<file path="config.mk">
export PLATFORM = sky130hd
export DESIGN_NAME = evu_top
export DESIGN_NICKNAME = d
export VERILOG_FILES = /design/src/verilog/evu_reg_pkg.sv /design/src/verilog/evu_event_pkg.sv /design/src/verilog/evu_event_collect.sv /design/src/verilog/evu_reg_decode.sv /design/src/verilog/evu_event_buffer.sv /design/src/verilog/evu_core_sm.sv /design/src/verilog/evu_top.sv
export SDC_FILE = /design/constraint.sdc
export NUM_CORES = 1
export LEC_CHECK = 0
export ABC_AREA = 1
export BUFFER_PORTS_ARGS = -buffer_cell sky130_fd_sc_hd__buf_4
export CORE_UTILIZATION = 43
export DETAILED_ROUTE_END_ITERATION = 16
export PLACE_DENSITY = 0.71
export SYNTH_ARGS = -nofsm -noshare
export SYNTH_HDL_FRONTEND = slang
export SYNTH_HIERARCHICAL = 1
export SYNTH_SLANG_ARGS = --single-unit
export TNS_END_PERCENT = 10
</file>
<file path="constraint.sdc">
create_clock -name clk_i -period 1.1 [get_ports clk_i]
set_input_delay 0.11 -clock clk_i [delete_from_list [all_inputs] [get_ports clk_i]]
set_output_delay 0.11 -clock clk_i [all_outputs]
set_load 0.05 [all_outputs]
</file>
<file path="src/verilog/evu_reg_pkg.sv">
// Register access data width, data word type and access opcodes
package evu_reg_pkg;

   // ******************************
   // Data path
   // ******************************

   // One bus word
   parameter int REG_DATA_W = 32;

   typedef logic [REG_DATA_W-1:0] reg_data_t;

   // ******************************
   // Opcodes
   // ******************************

   // Opcode sits in the low address bits, core index above it
   parameter int OP_W = 2;

   typedef enum logic [OP_W-1:0]
   {
      // Write requests sleep for the addressed core
      OP_SLEEP  = 2'd0,
      // Write loads the event mask
      OP_MASK   = 2'd1,
      // Write drops the buffer bits set in the data
      OP_CLEAR  = 2'd2,
      // Read returns the event buffer
      OP_STATUS = 2'd3
   } reg_op_e;

endpackage

</file>
<file path="src/verilog/evu_event_pkg.sv">
// Event source widths, event vector layout and type, core state encoding
package evu_event_pkg;

   // ******************************
   // Event sources
   // ******************************

   parameter int TMR_EVT_W = 4;
   parameter int EXT_EVT_W = 8;

   // Timers, one DMA bit, one accelerator bit, external events
   parameter int EVT_W = TMR_EVT_W + 1 + 1 + EXT_EVT_W;

   // Bit positions inside one core's vector
   parameter int EVT_TMR_LSB  = 0;
   parameter int EVT_DMA_BIT  = 4;
   parameter int EVT_HWCE_BIT = 5;
   parameter int EVT_EXT_LSB  = 6;

   typedef logic [EVT_W-1:0] evt_vec_t;

   // ******************************
   // Core power state
   // ******************************

   typedef enum logic [1:0]
   {
      CORE_RUN           = 2'd0,
      CORE_WAIT_SHUTDOWN = 2'd1,
      CORE_SLEEP         = 2'd2
   } core_state_e;

endpackage

</file>
<file path="src/verilog/evu_event_collect.sv">
// Event collector with external event synchronizer and per-core vector assembly
`timescale 1ns/1ns

module evu_event_collect
   import evu_event_pkg::*;
#(
   parameter int NUM_CORES = 2
)
(
   input  logic                     clk_i,
   input  logic                     rst_ni,
   input  logic [TMR_EVT_W-1:0]     tmr_events_i,
   input  logic [NUM_CORES-1:0]     dma_events_i,
   input  logic                     hwce_event_i,
   input  logic [EXT_EVT_W-1:0]     ext_events_i,
   output evt_vec_t [NUM_CORES-1:0] evt_vec_o
);

   logic [EXT_EVT_W-1:0] ext_meta_q;
   logic [EXT_EVT_W-1:0] ext_sync_q;

   // ******************************
   // External event sync
   // ******************************

   // Two flops, external events come from another clock domain
   always_ff @(posedge clk_i, negedge rst_ni)
   begin
      if (!rst_ni)
      begin
         ext_meta_q <= '0;
         ext_sync_q <= '0;
      end
      else
      begin
         ext_meta_q <= ext_events_i;
         ext_sync_q <= ext_meta_q;
      end
   end

   // ******************************
   // Vector assembly
   // ******************************

   // Shared sources go to every core, DMA bit only to its own core
   always_comb
   begin
      for (int i = 0; i < NUM_CORES; i++)
      begin
         evt_vec_o[i]                           = '0;
         evt_vec_o[i][EVT_TMR_LSB +: TMR_EVT_W] = tmr_events_i;
         evt_vec_o[i][EVT_DMA_BIT]              = dma_events_i[i];
         evt_vec_o[i][EVT_HWCE_BIT]             = hwce_event_i;
         evt_vec_o[i][EVT_EXT_LSB +: EXT_EVT_W] = ext_sync_q;
      end
   end

endmodule

</file>
<file path="src/verilog/evu_reg_decode.sv">
// Access port decoder with per-core write strobes and registered status read-back
`timescale 1ns/1ns

module evu_reg_decode
   import evu_reg_pkg::*;
   import evu_event_pkg::*;
#(
   parameter int  NUM_CORES = 2,
   localparam int CORE_W    = (NUM_CORES > 1) ? $clog2(NUM_CORES) : 1,
   localparam int ADDR_W    = OP_W + CORE_W
)
(
   input  logic                     clk_i,
   input  logic                     rst_ni,
   input  logic                     req_i,
   input  logic                     wen_i,
   input  logic [ADDR_W-1:0]        addr_i,
   input  reg_data_t                wdata_i,
   input  evt_vec_t [NUM_CORES-1:0] evt_buf_i,
   output logic                     gnt_o,
   output logic                     r_valid_o,
   output reg_data_t                r_rdata_o,
   output logic [NUM_CORES-1:0]     sleep_req_o,
   output logic [NUM_CORES-1:0]     mask_we_o,
   output evt_vec_t                 mask_o,
   output evt_vec_t [NUM_CORES-1:0] clear_o
);

   logic              wr_en;
   logic              rd_en;
   logic [CORE_W-1:0] core_idx;
   logic              core_hit;
   reg_op_e           op;
   reg_data_t         r_rdata_d;
   reg_data_t         r_rdata_q;
   logic              r_valid_q;

   // wen_i low means write
   assign wr_en    = req_i & ~wen_i;
   assign rd_en    = req_i & wen_i;
   assign op       = reg_op_e'(addr_i[OP_W-1:0]);
   assign core_idx = addr_i[ADDR_W-1:OP_W];
   assign core_hit = (int'(core_idx) < NUM_CORES);

   // No wait states on this port
   assign gnt_o  = req_i;
   assign mask_o = wdata_i[EVT_W-1:0];

   // ******************************
   // Write strobes
   // ******************************

   always_comb
   begin
      sleep_req_o = '0;
      mask_we_o   = '0;
      clear_o     = '0;
      if (wr_en && core_hit)
      begin
         case (op)
            OP_SLEEP:  sleep_req_o[core_idx] = 1'b1;
            OP_MASK:   mask_we_o[core_idx]   = 1'b1;
            OP_CLEAR:  clear_o[core_idx]     = wdata_i[EVT_W-1:0];
            // Status is read only
            default:
            begin
            end
         endcase
      end
   end

   // ******************************
   // Read path
   // ******************************

   always_comb
   begin
      r_rdata_d = '0;
      if (rd_en && core_hit && (op == OP_STATUS))
      begin
         r_rdata_d = {{(REG_DATA_W - EVT_W){1'b0}}, evt_buf_i[core_idx]};
      end
   end

   always_ff @(posedge clk_i, negedge rst_ni)
   begin
      if (!rst_ni)
      begin
         r_valid_q <= 1'b0;
         r_rdata_q <= '0;
      end
      else
      begin
         r_valid_q <= req_i;
         r_rdata_q <= r_rdata_d;
      end
   end

   assign r_valid_o = r_valid_q;
   assign r_rdata_o = r_rdata_q;

endmodule

</file>
<file path="src/verilog/evu_event_buffer.sv">
// Per-core sticky event buffer, event mask register and wake detection
`timescale 1ns/1ns

module evu_event_buffer
   import evu_event_pkg::*;
(
   input  logic     clk_i,
   input  logic     rst_ni,
   input  evt_vec_t evt_i,
   input  evt_vec_t clear_i,
   input  logic     mask_we_i,
   input  evt_vec_t mask_i,
   output evt_vec_t evt_buf_o,
   output logic     evt_detect_o
);

   evt_vec_t evt_buf_q;
   evt_vec_t evt_buf_d;
   evt_vec_t mask_q;

   // ******************************
   // Sticky buffer
   // ******************************

   // Clear first, then set, so a same-cycle event survives the clear
   assign evt_buf_d = (evt_buf_q & ~clear_i) | evt_i;

   always_ff @(posedge clk_i, negedge rst_ni)
   begin
      if (!rst_ni)
      begin
         evt_buf_q <= '0;
      end
      else
      begin
         evt_buf_q <= evt_buf_d;
      end
   end

   // ******************************
   // Event mask
   // ******************************

   always_ff @(posedge clk_i, negedge rst_ni)
   begin
      if (!rst_ni)
      begin
         mask_q <= '0;
      end
      else if (mask_we_i)
      begin
         mask_q <= mask_i;
      end
   end

   // Any buffered and enabled event wakes the core
   assign evt_detect_o = |(evt_buf_q & mask_q);
   assign evt_buf_o    = evt_buf_q;

endmodule

</file>
<file path="src/verilog/evu_core_sm.sv">
// Per-core sleep and wake FSM driving fetch enable and core clock enable
`timescale 1ns/1ns

module evu_core_sm
   import evu_event_pkg::*;
(
   input  logic clk_i,
   input  logic rst_ni,
   input  logic sleep_req_i,
   input  logic ready_to_shutdown_i,
   input  logic evt_detect_i,
   output logic fetch_en_o,
   output logic core_clk_en_o
);

   core_state_e state_q;
   core_state_e state_d;

   // ******************************
   // Next state
   // ******************************

   always_comb
   begin
      state_d = state_q;
      case (state_q)
         CORE_RUN:
         begin
            // A pending enabled event refuses the sleep request
            if (sleep_req_i && !evt_detect_i)
            begin
               state_d = CORE_WAIT_SHUTDOWN;
            end
         end

         CORE_WAIT_SHUTDOWN:
         begin
            // Fetch is off, wait for the pipeline to drain
            if (evt_detect_i)
            begin
               state_d = CORE_RUN;
            end
            else if (ready_to_shutdown_i)
            begin
               state_d = CORE_SLEEP;
            end
         end

         CORE_SLEEP:
         begin
            if (evt_detect_i)
            begin
               state_d = CORE_RUN;
            end
         end

         default:
         begin
            state_d = CORE_RUN;
         end
      endcase
   end

   always_ff @(posedge clk_i, negedge rst_ni)
   begin
      if (!rst_ni)
      begin
         state_q <= CORE_RUN;
      end
      else
      begin
         state_q <= state_d;
      end
   end

   // Outputs straight from the state register
   assign fetch_en_o    = (state_q == CORE_RUN);
   assign core_clk_en_o = (state_q != CORE_SLEEP);

endmodule

</file>
<file path="src/verilog/evu_top.sv">
// Event unit top level with collector, register decoder, event buffers and core FSMs
`timescale 1ns/1ns

module evu_top
   import evu_reg_pkg::*;
   import evu_event_pkg::*;
#(
   parameter int  NUM_CORES = 2,
   localparam int CORE_W    = (NUM_CORES > 1) ? $clog2(NUM_CORES) : 1,
   localparam int ADDR_W    = OP_W + CORE_W
)
(
   input  logic                 clk_i,
   input  logic                 rst_ni,

   // Event sources
   input  logic [TMR_EVT_W-1:0] tmr_events_i,
   input  logic [NUM_CORES-1:0] dma_events_i,
   input  logic                 hwce_event_i,
   input  logic [EXT_EVT_W-1:0] ext_events_i,
   input  logic [NUM_CORES-1:0] ready_to_shutdown_i,

   // Peripheral access port
   input  logic                 req_i,
   input  logic                 wen_i,
   input  logic [ADDR_W-1:0]    addr_i,
   input  reg_data_t            wdata_i,
   output logic                 gnt_o,
   output logic                 r_valid_o,
   output reg_data_t            r_rdata_o,

   // Core control
   output logic [NUM_CORES-1:0] fetch_en_o,
   output logic [NUM_CORES-1:0] core_clk_en_o
);

   evt_vec_t [NUM_CORES-1:0] evt_vec;
   evt_vec_t [NUM_CORES-1:0] evt_buf;
   evt_vec_t [NUM_CORES-1:0] clear;
   evt_vec_t                 mask;
   logic [NUM_CORES-1:0]     mask_we;
   logic [NUM_CORES-1:0]     sleep_req;
   logic [NUM_CORES-1:0]     evt_detect;

   // ******************************
   // Shared blocks
   // ******************************

   evu_event_collect #(
      .NUM_CORES    (NUM_CORES)
   ) u_event_collect (
      .clk_i        (clk_i),
      .rst_ni       (rst_ni),
      .tmr_events_i (tmr_events_i),
      .dma_events_i (dma_events_i),
      .hwce_event_i (hwce_event_i),
      .ext_events_i (ext_events_i),
      .evt_vec_o    (evt_vec)
   );

   evu_reg_decode #(
      .NUM_CORES   (NUM_CORES)
   ) u_reg_decode (
      .clk_i       (clk_i),
      .rst_ni      (rst_ni),
      .req_i       (req_i),
      .wen_i       (wen_i),
      .addr_i      (addr_i),
      .wdata_i     (wdata_i),
      .evt_buf_i   (evt_buf),
      .gnt_o       (gnt_o),
      .r_valid_o   (r_valid_o),
      .r_rdata_o   (r_rdata_o),
      .sleep_req_o (sleep_req),
      .mask_we_o   (mask_we),
      .mask_o      (mask),
      .clear_o     (clear)
   );

   // ******************************
   // Per-core slices
   // ******************************

   for (genvar i = 0; i < NUM_CORES; i++)
   begin : g_core
      evu_event_buffer u_event_buffer (
         .clk_i        (clk_i),
         .rst_ni       (rst_ni),
         .evt_i        (evt_vec[i]),
         .clear_i      (clear[i]),
         .mask_we_i    (mask_we[i]),
         .mask_i       (mask),
         .evt_buf_o    (evt_buf[i]),
         .evt_detect_o (evt_detect[i])
      );

      evu_core_sm u_core_sm (
         .clk_i               (clk_i),
         .rst_ni              (rst_ni),
         .sleep_req_i         (sleep_req[i]),
         .ready_to_shutdown_i (ready_to_shutdown_i[i]),
         .evt_detect_i        (evt_detect[i]),
         .fetch_en_o          (fetch_en_o[i]),
         .core_clk_en_o       (core_clk_en_o[i])
      );
   end

endmodule

</file>
==> impl.org <==
** Run status
- Result of the run :: complete, but fails checks
- The final reports fail on setup timing.

** Drt
- The detail route stage leaves a number of antenna-violating nets equal to 0.
- Number of optimization iterations in the first detailed-route pass :: 4
- Post-DR vias/cell :: around 4.4
- Routed Wire Length :: approximately 9000 µm
- In the routed design, unresolved DRC markers number 0.
- Initial DRC count :: between 100 and 150
- Detail-routed net length per standard cell :: around 13 µm
- Routed vias :: roughly 3100

** STA
- In the post-route analysis, the smallest setup slack over all paths is -0.0906 ns.
- Final setup skew :: between 0.009 and 0.01 ns
- Total negative setup slack :: -0.540 ns
- Setup repair after global routing could not meet its margin everywhere.
- The final critical path takes up 108% of the cycle.
- The final count of hold timing violations is 0.
- Smallest hold slack :: roughly 0.24 ns
- After layout, the minimum clock period comes to roughly 1.2 ns.
- Setup violations remaining at the end of the flow were counted as 8.
- Static timing analysis puts the maximum clock frequency at ~840 MHz.
- Slew Limit Fails :: 0

** Floorplanning
- In this run the horizontal extent of the chip is about 100 µm.
- Core box area :: just under 10000 µm²
- Placement row count :: 36
- In this run the count of I/O pins placed on the die edge is 94.
- Total die area :: approximately 11000 µm²
- The die is slightly above 100 µm tall.
- Starting Density :: between 40% and 50%

** Logic synthesis
- After synthesis, the netlist uses 19 different library cells.
- Yosys mapped a number of flops with a built-in enable equal to 0.
- Summing the sequential cell areas from Yosys gives between 50 and 60% of the chip area.
- Most frequently used flop master after synthesis :: sky130_fd_sc_hd__dfrtp_1
- A synthesized cell averages 9.45 µm².
- Summed instance area of the synthesized netlist :: 4360 µm²
- Counting every instance in the synthesized netlist gives between 400 and 500.
- Warnings from Yosys :: 6
- Synthesis inferred a little over 90 register bits.
- Of all flip-flops after synthesis, the portion carrying an async set or reset was 100%.

** Worst setup path
- In this run the worst path has a maximum fanout of 4.
- Required arrival time at the worst endpoint :: slightly below 1 ns
- Critical path arrival :: 1.08 ns
- Endpoint type of the worst setup path :: primary output
- On the worst path, the slowest cell contributes a delay of ~0.44 ns.
- Cells along the critical path :: nor2_2, buf_6
- Cell with the largest stage delay on the worst path :: sky130_fd_sc_hd__dfrtp_1
- The critical path in this run is classified as reg2out.
- The worst setup path is launched from a flop.

** Global route
- The via count of the first global-routing pass was 3180.
- Global routing used about a fifth of the available tracks.
- Number of antenna violations at the first check in global routing :: 0
- The first global-routing pass estimated 15100 µm of wire.
- Global route total overflow :: 0
- Maximum number of pins on one net before global-route repair :: 59

** Flow run
- Across the run, the number of max-cap violations was 0.

** Final layout
- Final non-filler cell total :: approximately 700
- The repair_antennas step left the layout with diodes totalling 0.
- In the final layout, the share of cells above drive strength 1 is 29.6%.
- Once layout is complete, the utilization of the core stands at 56.5%.
- Relative to the synthesized area, the layout overhead comes to 26.7%.
- At the end of the flow, the number of nets in the layout was 616.

** CTS
- Clock root cell :: sky130_fd_sc_hd__clkbuf_8
- TritonCTS built the clock tree.
- Clock buffer count from CTS :: 9
- The clock tree synthesis step divided the H-tree into 3 levels.
- Max Root-Sink Buffers :: 2
- The clock net in this run drives a total of 91 sinks.
- Clock transition at the registers of the reported paths :: 0.09 ns
- At the later pin of the worst-skew pair, clock insertion delay measures roughly 0.37 ns.

** Power
- Switching share of power :: 27.3%
- Peak VDD IR :: about 0.74 mV
- Per report_power, the sequential group accounts for about 50% of the total.
- For this design the ratio of total power to cell area is between 1000 and 1500 nW/µm².
- In this run the power spent charging and discharging nets is roughly 0.0021 W.
- Of the total power, combinational logic draws a little under a fifth.
- Internal cell power :: between 0.005 and 0.006 W
- Leakage power figure :: a little over 3 nW
- Clock Power Share :: between 30% and 40%

** Place
- Final estimated routing congestion in global placement :: ~0.8
- The number of placed instances, taps included, is 642.
- DPL Wire Length :: ~6300 µm
- In this run the tool buffered the top-level ports with between 50 and 60 buffer cells.
- Prior to clock tree synthesis, the placed netlist has a worst setup slack of -0.183 ns.

** Hold path
- Path type of the worst min-delay path :: in2async
==> final cells by class <==
cell class,count,area [µm²]
clock buffers,9,124
clock inverters,7,101
fillers,847,4260
inverters,66,255
multi-input cells,255,1420
flip-flops and latches,91,2280
well taps,133,166
repair buffers,137,1180
==> final timing paths <==
check / from / to / slack [ns] / cells after the start
max in group asynchronous: rst_ni / g_core[0].u_event_buffer/evt_buf_o[2] / 0.54 / 3
max reg2reg: g_core[1].u_event_buffer/evt_buf_o[1] / g_core[1].u_core_sm/state_q[1] / -0.06 / 9
min reg2reg: u_event_collect/ext_meta_q[5] / u_event_collect/ext_sync_q[5] / 0.35 / 0
min in group clk_i: wen_i / u_reg_decode/r_rdata_o[12] / 0.25 / 6
min: rst_ni / u_event_collect/ext_meta_q[1] / 0.24 / 3
max: g_core[0].u_core_sm/state_q[1] / fetch_en_o[0] / -0.09 / 2
==> cell usage after synthesis, types with 2 or more instances <==
library cell / instances / area share (%)
sky130_fd_sc_hd__nand2_1: 114 / 9.8
sky130_fd_sc_hd__dfrtp_1: 91 / 52
sky130_fd_sc_hd__inv_1: 61 / 5.3
sky130_fd_sc_hd__buf_4: 56 / 9.6
sky130_fd_sc_hd__nor2_1: 40 / 3.4
sky130_fd_sc_hd__o21bai_1: 28 / 4.8
sky130_fd_sc_hd__nand3_1: 18 / 2.1
sky130_fd_sc_hd__mux2_4: 16 / 5.5
sky130_fd_sc_hd__mux2_2: 10 / 2.6
sky130_fd_sc_hd__buf_2: 6 / 0.69
sky130_fd_sc_hd__inv_2: 5 / 0.43
sky130_fd_sc_hd__nand4_1: 4 / 0.57
sky130_fd_sc_hd__o21ai_0: 4 / 0.46
sky130_fd_sc_hd__buf_12: 2 / 0.92
sky130_fd_sc_hd__buf_6: 2 / 0.52
==> layout by cell type (no fill, tap or decap) <==
cell type                       count
sky130_fd_sc_hd__buf_12             4
sky130_fd_sc_hd__buf_4             96
sky130_fd_sc_hd__buf_6              4
sky130_fd_sc_hd__bufinv_16          2
sky130_fd_sc_hd__clkbuf_8           9
sky130_fd_sc_hd__clkinv_4           2
sky130_fd_sc_hd__clkinvlp_4         2
sky130_fd_sc_hd__conb_1            18
sky130_fd_sc_hd__dfrtp_1           91
sky130_fd_sc_hd__dlygate4sd3_1     33
sky130_fd_sc_hd__inv_1             59
sky130_fd_sc_hd__inv_2              6
sky130_fd_sc_hd__inv_6              1
sky130_fd_sc_hd__inv_8              1
sky130_fd_sc_hd__mux2_2            10
sky130_fd_sc_hd__mux2_4            16
sky130_fd_sc_hd__nand2_1          110
sky130_fd_sc_hd__nand2_2            4
sky130_fd_sc_hd__nand3_1           18
sky130_fd_sc_hd__nand3_4            2
sky130_fd_sc_hd__nand4_1            4
sky130_fd_sc_hd__nor2_1            33
sky130_fd_sc_hd__nor2_2             7
sky130_fd_sc_hd__nor2_4             1
sky130_fd_sc_hd__o21ai_0            4
sky130_fd_sc_hd__o21bai_1          28
==> kinds of logic after synthesis <==
group / Yosys count / share of synthesized area, %
and+or+nand+nor: 179 / 16.8
buffers and inverters: 132 / 17.5
DFF: 91 / 52.3
AOI/OAI and AO/OA: 32 / 5.28
muxes: 26 / 8.10
other: 1 / 0.0861
==> per-layer routing <==
metal	vias up	GRT usage, %	share of wire, %	wire [µm]
met4	0	6.70	1.0	93
li1	1535	-	-	-
met3	8	4.95	6.2	570
met5	-	0	0	0
met1	1463	25.2	44	4060
met2	81	31.6	48	4410
==> critical path, delay by kind of cell (launching register included) <==
kind	cells	cell delay (ns)
simple gates	1	0.11
flops	1	0.44
buf+inv	1	0.16
==> state kept, by name (all words and copies together) (netlist names) <==
name	flops
g_core.u_event_buffer/evt_buf_o	28
g_core.u_event_buffer/mask_q	28
u_reg_decode/r_rdata_o	14
u_event_collect/ext_meta_q	8
u_event_collect/ext_sync_q	8
g_core.u_core_sm/state_q	4
u_reg_decode/r_valid_o	1
==> what timing repair did <==
| item | 4_1_cts | 5_1_grt |
|---|---|---|
| hold buffers | 33 | 0 |
| hold endpoints to repair | 144 | 0 |
| pin swaps | 4 | 8 |
| setup endpoints to repair | 8 | 8 |
| gates resized for setup | 7 | 7 |
| setup buffers | 4 | 3 |
==> power by group through the flow <==
stage / Clock (W) / Sequential (W) / Combinational, W
after floorplan: 0 / 0.00386 / 0.000961
after detailed placement: 0 / 0.00385 / 0.00127
after global placement: 0 / 0.00384 / 0.00124
after CTS: 0.00261 / 0.00379 / 0.00137
final: 0.00252 / 0.00379 / 0.00141
after global routing: 0.00272 / 0.00383 / 0.00156
==> through the flow <==
stage / cell area, µm² / power (W)
after floorplan: 4460 / 0.00482
after global placement: 4870 / 0.00508
after detailed placement: 4870 / 0.00512
after CTS: 5480 / 0.00777
after global routing: 5520 / 0.00811
final: 5520 / 0.00772
(Power assumes the default switching activity.)
